### config.mk
export PLATFORM = sky130hd
export DESIGN_NAME = csam_mul_top
export DESIGN_NICKNAME = d
export VERILOG_FILES = /design/src/common/csam_pkg.sv /design/src/rtl/pp_gen.sv /design/src/csa_array/csa_row_stage.sv /design/src/rtl/final_cpa.sv /design/src/rtl/csam_mul_top.sv
export SDC_FILE = /design/constraint.sdc
export NUM_CORES = 1
export LEC_CHECK = 0
export CAP_MARGIN = 5
export CORE_AREA = 2 2 167 169
export DETAILED_ROUTE_END_ITERATION = 16
export DIE_AREA = 0 0 169 171
export DONT_BUFFER_PORTS = 1
export GPL_TIMING_DRIVEN = 0
export PLACE_DENSITY = 0.9
export REMOVE_ABC_BUFFERS = 1
export SYNTH_ARGS = -nofsm -noshare
export SYNTH_HDL_FRONTEND = slang
export SYNTH_SLANG_ARGS = --single-unit
### constraint.sdc
create_clock -name clk -period 12.3 [get_ports clk]
set_input_delay 2.46 -clock clk [delete_from_list [all_inputs] [get_ports clk]]
set_output_delay 2.46 -clock clk [all_outputs]
set_load 0.005 [all_outputs]
### src/common/csam_pkg.sv
package csam_pkg;

   localparam int op_width = 16;   // operand bits
   localparam int prod_width = 32; // full product bits

   // first array row reduced by the second csa stage
   localparam int split_row = 8;

   typedef logic [op_width-1:0] word_t;
   typedef logic [prod_width-1:0] product_t;

   // row r = multiplicand anded with multiplier bit r
   typedef logic [op_width-1:0][op_width-1:0] pp_array_t;

   // pp_gen output register
   typedef struct packed {
      logic valid;
      pp_array_t pp;
   } pp_stage_t;

   // running carry-save state between array stages
   typedef struct packed {
      logic valid;
      pp_array_t pp;                // rows still to be reduced
      logic [op_width-1:0] sum;     // msb is next row's leading term
      logic [op_width-2:0] carry;   // one carry per full adder column
      logic [op_width-1:0] low;     // retired product bits
   } csa_state_t;

endpackage

### src/rtl/pp_gen.sv
`timescale 1ns/1ps

module pp_gen (
   input  logic               clk,
   input  logic               reset,
   input  csam_pkg::word_t    x,
   input  csam_pkg::word_t    y,
   input  logic               in_valid,
   output csam_pkg::pp_stage_t out
);

   csam_pkg::pp_array_t terms;

   // one and term per multiplicand / multiplier bit pair
   always_comb begin
      for (int r = 0; r < csam_pkg::op_width; r++) begin
         for (int c = 0; c < csam_pkg::op_width; c++) begin
            terms[r][c] = x[c] & y[r]; // row r, column c
         end
      end
   end

   always_ff @(posedge clk) begin
      out.pp <= terms;
      if (reset) begin
         out.valid <= 1'b0;
      end else begin
         out.valid <= in_valid;
      end
   end

   // a valid pair must be fully defined
   a_operands_known: assert property (
      @(posedge clk) disable iff (reset)
      in_valid |-> !$isunknown({x, y})
   );

endmodule

### src/csa_array/csa_row_stage.sv
`timescale 1ns/1ps

module csa_row_stage #(
   parameter int first_row = 1,
   parameter int last_row = csam_pkg::split_row - 1
) (
   input  logic                 clk,
   input  logic                 reset,
   input  csam_pkg::pp_stage_t  pp_in,
   input  csam_pkg::csa_state_t state_in,
   output csam_pkg::csa_state_t state_out
);

   csam_pkg::csa_state_t start_s;
   csam_pkg::csa_state_t nxt_s;

   // head of the array seeds the state from row 0
   always_comb begin
      if (first_row == 1) begin
         start_s.valid = pp_in.valid;
         start_s.pp = pp_in.pp;
         start_s.sum = pp_in.pp[0];     // row 0 enters as the first sum
         start_s.carry = '0;
         start_s.low = '0;
         start_s.low[0] = pp_in.pp[0][0]; // product bit 0 needs no adder
      end else begin
         start_s = state_in;
      end
   end

   // one array row per iteration with its lsb retired
   always_comb begin
      logic [csam_pkg::op_width-1:0] s;
      logic [csam_pkg::op_width-2:0] cy;
      logic [csam_pkg::op_width-1:0] lo;
      logic [csam_pkg::op_width-1:0] row;
      logic [csam_pkg::op_width-1:0] s_new;
      logic [csam_pkg::op_width-2:0] cy_new;
      logic a;
      logic b;
      logic c;

      s = start_s.sum;
      cy = start_s.carry;
      lo = start_s.low;
      for (int r = first_row; r <= last_row; r++) begin
         row = start_s.pp[r];
         for (int i = 0; i < csam_pkg::op_width - 1; i++) begin
            a = row[i];
            b = s[i+1];  // previous sum shifted down one column
            c = cy[i];
            if (r == 1) begin
               s_new[i] = a ^ b;    // half adder as no carries exist yet
               cy_new[i] = a & b;
            end else begin
               s_new[i] = a ^ b ^ c;
               cy_new[i] = (a & b) | (a & c) | (b & c);
            end
         end
         s_new[csam_pkg::op_width-1] = row[csam_pkg::op_width-1]; // leading term
         s = s_new;
         cy = cy_new;
         lo[r] = s[0]; // retire bit r
      end

      nxt_s.valid = start_s.valid;
      nxt_s.pp = start_s.pp;
      nxt_s.sum = s;
      nxt_s.carry = cy;
      nxt_s.low = lo;
   end

   always_ff @(posedge clk) begin
      state_out.pp <= nxt_s.pp;
      state_out.sum <= nxt_s.sum;
      state_out.carry <= nxt_s.carry;
      state_out.low <= nxt_s.low;
      if (reset) begin
         state_out.valid <= 1'b0;
      end else begin
         state_out.valid <= nxt_s.valid;
      end
   end

   // strobe tracks whichever input this stage is built to take
   a_valid_follows: assert property (
      @(posedge clk) disable iff (reset)
      1'b1 |=> state_out.valid == $past(first_row == 1 ? pp_in.valid : state_in.valid)
   );

endmodule

### src/rtl/final_cpa.sv
`timescale 1ns/1ps

module final_cpa (
   input  logic                 clk,
   input  logic                 reset,
   input  csam_pkg::csa_state_t state_in,
   output csam_pkg::product_t   product,
   output logic                 out_valid
);

   logic [csam_pkg::op_width-1:0] upper;

   // ripple add of carry vector onto sum bits 15..1
   always_comb begin
      logic a;
      logic b;
      logic c;
      logic c_next;

      c = 1'b0;
      for (int i = 0; i < csam_pkg::op_width - 1; i++) begin
         a = state_in.carry[i];
         b = state_in.sum[i+1];
         c_next = (a & b) | (a & c) | (b & c);
         upper[i] = a ^ b ^ c;
         c = c_next;
      end
      upper[csam_pkg::op_width-1] = c; // carry out is product msb
   end

   always_ff @(posedge clk) begin
      product <= {upper, state_in.low};
      if (reset) begin
         out_valid <= 1'b0;
      end else begin
         out_valid <= state_in.valid;
      end
   end

   // in-flight pairs are dropped by reset
   a_reset_clears: assert property (
      @(posedge clk) reset |=> !out_valid
   );

endmodule

### src/rtl/csam_mul_top.sv
`timescale 1ns/1ps

module csam_mul_top (
   input  logic               clk,
   input  logic               reset,
   input  csam_pkg::word_t    x,
   input  csam_pkg::word_t    y,
   input  logic               in_valid,
   output csam_pkg::product_t product,
   output logic               out_valid
);

   csam_pkg::pp_stage_t  pp_s;   // partial products
   csam_pkg::csa_state_t mid_s;  // after upper half of array
   csam_pkg::csa_state_t last_s; // after all rows

   pp_gen u_pp_gen (
      .clk      (clk),
      .reset    (reset),
      .x        (x),
      .y        (y),
      .in_valid (in_valid),
      .out      (pp_s)
   );

   // rows 1 .. split_row-1, seeded from pp_gen
   csa_row_stage #(
      .first_row (1),
      .last_row  (csam_pkg::split_row - 1)
   ) u_csa_hi (
      .clk       (clk),
      .reset     (reset),
      .pp_in     (pp_s),
      .state_in  ('0),
      .state_out (mid_s)
   );

   // rows split_row .. 15
   csa_row_stage #(
      .first_row (csam_pkg::split_row),
      .last_row  (csam_pkg::op_width - 1)
   ) u_csa_lo (
      .clk       (clk),
      .reset     (reset),
      .pp_in     ('0),
      .state_in  (mid_s),
      .state_out (last_s)
   );

   final_cpa u_final_cpa (
      .clk       (clk),
      .reset     (reset),
      .state_in  (last_s),
      .product   (product),
      .out_valid (out_valid)
   );

endmodule

==> flow_results.xml <==
<?xml version="1.0" encoding="UTF-8"?>
<metrics>
  <group name="yosys">
    <metric name="fraction_of_the_mapped_netlist_area_in_compound_gates" unit="">0</metric>
    <metric name="async_reset_ff_frac" unit="">0</metric>
    <metric name="synth_top_cell_area_share" unit="">0.584</metric>
    <metric name="synthAdderAreaFrac" unit="">0.271</metric>
    <metric name="synth_ff_type" unit="">sky130_fd_sc_hd__dfxtp_1</metric>
    <metric name="ys_top_cells_by_area" unit="">sky130_fd_sc_hd__dfxtp_1 58%, sky130_fd_sc_hd__fa_1 26%, sky130_fd_sc_hd__and2_1 9.3%</metric>
    <metric name="synth_enable_flop_cells" unit="">0</metric>
    <metric name="synthSimpleGateAreaFrac" unit="">0.0942</metric>
    <metric name="mappedNetlistArea" unit="µm²">17300</metric>
    <metric name="yosys_register_bits" unit="">504</metric>
    <metric name="share_of_synthesized_area_spent_on_multiplexers" unit="">0</metric>
    <metric name="synthXorXnorAreaFrac" unit="">0</metric>
    <metric name="synth_cells" unit="">1181</metric>
    <metric name="synth.yosys.seq_area_share" unit="">0.584</metric>
    <metric name="dominant_combinational_cell_family_by_area_after_synthesis" unit="">adder cells</metric>
    <metric name="synthTopCellsByCount" unit="">504 x sky130_fd_sc_hd__dfxtp_1, 256 x sky130_fd_sc_hd__and2_1, 224 x sky130_fd_sc_hd__fa_1</metric>
    <metric name="netlist_cell_types" unit="">8</metric>
    <metric name="synth.avg_cell_area" unit="µm²">14.6</metric>
    <metric name="yosysTopAreaCell" unit="">sky130_fd_sc_hd__dfxtp_1</metric>
    <metric name="yosys.cell_count.top_type" unit="">sky130_fd_sc_hd__dfxtp_1</metric>
    <metric name="synth_warnings" unit="">0</metric>
  </group>
  <group name="drt">
    <metric name="drt_first_iter_violations" unit="">265</metric>
    <metric name="number_of_vias_per_cell" unit="">4.75</metric>
    <metric name="avgRoutedWirePerCell" unit="µm">16.9</metric>
    <metric name="route.final.wire_length" unit="mm">26.8</metric>
    <metric name="route.antenna.remaining_nets" unit="">0</metric>
    <metric name="detail_route.drc_violations" unit="">0</metric>
    <metric name="route.vias.total" unit="">7510</metric>
    <metric name="firstDrtPassIters" unit="">4</metric>
  </group>
  <group name="cts">
    <metric name="cts-buffers-inserted" unit="">47</metric>
    <metric name="postCtsResizedCells" unit="">0</metric>
    <metric name="clkTransAtPathRegs" unit="ns">0.06</metric>
    <metric name="cts_tree" unit="">done</metric>
    <metric name="worstSkewPairLatency" unit="ns">0.55</metric>
    <metric name="clk_path_buf_depth" unit="">3</metric>
    <metric name="cts_root_buffer" unit="">sky130_fd_sc_hd__clkbuf_16</metric>
    <metric name="cts.htree.levels" unit="">2</metric>
    <metric name="tritoncts_num_sinks" unit="">504</metric>
    <metric name="cts_post_setup_buffers_inserted" unit="">0</metric>
    <metric name="cts_hold_fix_bufs" unit="">0</metric>
  </group>
  <group name="sta">
    <metric name="rsz_0062_raised_after_global_routing" unit="">no</metric>
    <metric name="hold_violations" unit="">0</metric>
    <metric name="finalWorstSetupSlack" unit="ns">5.98</metric>
    <metric name="min_period" unit="ns">6.32</metric>
    <metric name="worst-slew-pin-transition" unit="ns">0.151</metric>
    <metric name="relSlewSlack" unit="">0.899</metric>
    <metric name="final.setup.tns" unit="ns">0</metric>
    <metric name="finalSetupViolCount" unit="">0</metric>
    <metric name="clock.fmax" unit="MHz">158</metric>
    <metric name="fin_skew" unit="ns">0.0295</metric>
    <metric name="slew_viol_final" unit="">0</metric>
    <metric name="post-route-period-util" unit="">0.514</metric>
  </group>
  <group name="critical_path">
    <metric name="largest_fanout_on_the_critical_path" unit="">1</metric>
    <metric name="timing.reg2reg.setup_slack" unit="ns">5.98</metric>
    <metric name="cp-startpoint" unit="">u_csa_lo.state_out[16]</metric>
    <metric name="reg2regPathDepth" unit="">17</metric>
    <metric name="timing.setup.critical_path_class" unit="">reg -&gt; reg</metric>
    <metric name="timing.rr.start" unit="">u_csa_lo.state_out[16]</metric>
    <metric name="rr_endpoint" unit="">u_final_cpa.product[30]</metric>
    <metric name="data_arrival_time_of_the_critical_path" unit="ns">6.82</metric>
    <metric name="crit_path_start_kind" unit="">flip-flop</metric>
    <metric name="critical_path.endpoint_type" unit="">flip-flop</metric>
    <metric name="worst_ep_required_time" unit="ns">12.80</metric>
  </group>
  <group name="cells_and_area">
    <metric name="post_route_cells_drive_above_1_share" unit="">0.0623</metric>
    <metric name="post-route-cell-area" unit="µm²">19000</metric>
    <metric name="footprint_of_the_multi_input_gates" unit="µm²">6310</metric>
    <metric name="final_nets" unit="">1473</metric>
    <metric name="antenna_cells" unit="">0</metric>
    <metric name="seqCellArea" unit="µm²">10100</metric>
    <metric name="flow.area_growth_from_synthesis" unit="%">9.79</metric>
    <metric name="fillerInstances" unit="">1619</metric>
  </group>
  <group name="grt">
    <metric name="grt_pass1_wl" unit="mm">44.9</metric>
    <metric name="grt_pass1_vias" unit="">9086</metric>
    <metric name="grt_remaining_overflow" unit="">0</metric>
    <metric name="antenna_violations_before_repair" unit="">0</metric>
    <metric name="grt_max_degree" unit="">17</metric>
    <metric name="grt_usage" unit="">0.203</metric>
  </group>
  <group name="power_and_ir_drop">
    <metric name="total_leakage_power" unit="nW">8.29</metric>
    <metric name="cellPowerDensity" unit="nW/µm²">293</metric>
    <metric name="power.ir.vdd_worst" unit="mV">0.201</metric>
  </group>
  <group name="hold_path">
    <metric name="hold-path-cell-count" unit="">0</metric>
    <metric name="startpoint_of_the_tightest_hold_check_path" unit="">u_pp_gen.out[169]</metric>
    <metric name="min_delay_worst_endpoint" unit="">u_csa_hi.state_out[216]</metric>
    <metric name="min_path_type" unit="">reg -&gt; reg</metric>
  </group>
  <group name="placed_design">
    <metric name="post-dp-hpwl" unit="mm">17.4</metric>
    <metric name="place_congestion" unit="">0.716</metric>
    <metric name="placedInstanceArea" unit="µm²">17400</metric>
    <metric name="place.port_buffers" unit="">0</metric>
    <metric name="dp_worst_setup_slack" unit="ns">6.06</metric>
  </group>
  <group name="die">
    <metric name="number_of_core_rows" unit="">61</metric>
    <metric name="die_width" unit="µm">169</metric>
    <metric name="design.die.area" unit="µm²">28900</metric>
    <metric name="core_area" unit="µm²">27300</metric>
    <metric name="initial_core_util" unit="">0.632</metric>
    <metric name="die_height" unit="µm">171</metric>
    <metric name="ios" unit="">68</metric>
  </group>
  <group name="run">
    <metric name="drv_cap" unit="">0</metric>
  </group>
  <group name="outcome">
    <metric name="run_status" unit="">finished clean</metric>
  </group>
</metrics>
critical path: stages (launching register included):
cell	delay (ns)
sky130_fd_sc_hd__dfxtp_1	0.31
sky130_fd_sc_hd__ha_1	0.20
sky130_fd_sc_hd__fa_1	0.40
sky130_fd_sc_hd__fa_1	0.40
sky130_fd_sc_hd__fa_1	0.40
sky130_fd_sc_hd__fa_1	0.41
sky130_fd_sc_hd__fa_1	0.40
sky130_fd_sc_hd__fa_1	0.39
sky130_fd_sc_hd__fa_1	0.39
sky130_fd_sc_hd__fa_1	0.39
sky130_fd_sc_hd__fa_1	0.39
sky130_fd_sc_hd__fa_1	0.40
sky130_fd_sc_hd__fa_1	0.42
sky130_fd_sc_hd__fa_1	0.43
sky130_fd_sc_hd__fa_1	0.37
sky130_fd_sc_hd__inv_1	0.09
sky130_fd_sc_hd__fa_1	0.41
sky130_fd_sc_hd__inv_1	0.08
registers in the layout (all words and copies together) (netlist names):
| register | flops |
|---|---|
| u_pp_gen.out | 257 |
| u_csa_hi.state_out | 167 |
| u_csa_lo.state_out | 47 |
| u_final_cpa.product | 32 |
| u_final_cpa.out_valid | 1 |
layout make-up:
| cell class | count | area share |
|---|---|---|
| clock inverter | 17 | 0.00957 |
| multi-input combinational | 500 | 0.333 |
| tap | 346 | 0.0228 |
| clock buffer | 70 | 0.0740 |
| sequential | 504 | 0.532 |
| inverter | 145 | 0.0287 |
power breakdown:
part	leakage [nW]	switching [W]	internal (W)
registers	4.21	0.000105	0.00193
logic	3.30	0.00107	0.00100
clock network	0.787	0.000590	0.000855
cell usage in the layout, fill, tap and decap left out:
cell type,n
sky130_fd_sc_hd__nor2b_1,4
sky130_fd_sc_hd__inv_1,145
sky130_fd_sc_hd__clkbuf_1,10
sky130_fd_sc_hd__fa_1,224
sky130_fd_sc_hd__and2_1,256
sky130_fd_sc_hd__bufinv_16,3
sky130_fd_sc_hd__clkbuf_16,48
sky130_fd_sc_hd__inv_6,1
sky130_fd_sc_hd__dfxtp_1,504
sky130_fd_sc_hd__clkinv_4,1
sky130_fd_sc_hd__ha_1,16
sky130_fd_sc_hd__clkinvlp_4,1
sky130_fd_sc_hd__clkbuf_8,12
sky130_fd_sc_hd__clkinv_2,10
sky130_fd_sc_hd__clkinv_8,1
stage by stage:
step | utilization | hold slack [ns] | power [W] | cells
detailed placement | 0.636 | 0.312 | 0.00416 | 1495
global route | 0.694 | 0.316 | 0.00609 | 1582
global placement | 0.636 | 0.310 | 0.00400 | 1495
CTS | 0.694 | 0.310 | 0.00570 | 1582
floorplan | - | 0.310 | 0.00360 | 1149
finish | 0.694 | 0.304 | 0.00556 | 1582
how the worst max path moves through the flow:
stage,to,slack (ns),cells past startpoint
after global routing,u_final_cpa.product[30],5.69,17
after floorplan,u_final_cpa.product[30],6.36,17
final,u_final_cpa.product[30],5.98,17
after CTS,u_final_cpa.product[30],5.90,17
after detailed placement,u_final_cpa.product[30],6.06,17
after global placement,u_final_cpa.product[30],6.13,17
kinds of logic (layout without fill, tap and decap cells):
logic type                 count (synthesis)  in the layout
adders and majority gates                240            240
buffers and inverters                    177            232
DFF                                      504            504
and+or+nand+nor                          260            260
routing by layer:
layer / share of wire / vias to the layer above / wire [µm] / track usage
met3: 0.040 / 71 / 1080 / 0.0440
met5: 0 / - / 0 / 0
met4: 0.032 / 0 / 865 / 0.0769
met2: 0.57 / 146 / 15300 / 0.403
li1: - / 3470 / - / -
met1: 0.36 / 3823 / 9510 / 0.207
Note: power is estimated with default switching activity, not from simulation.
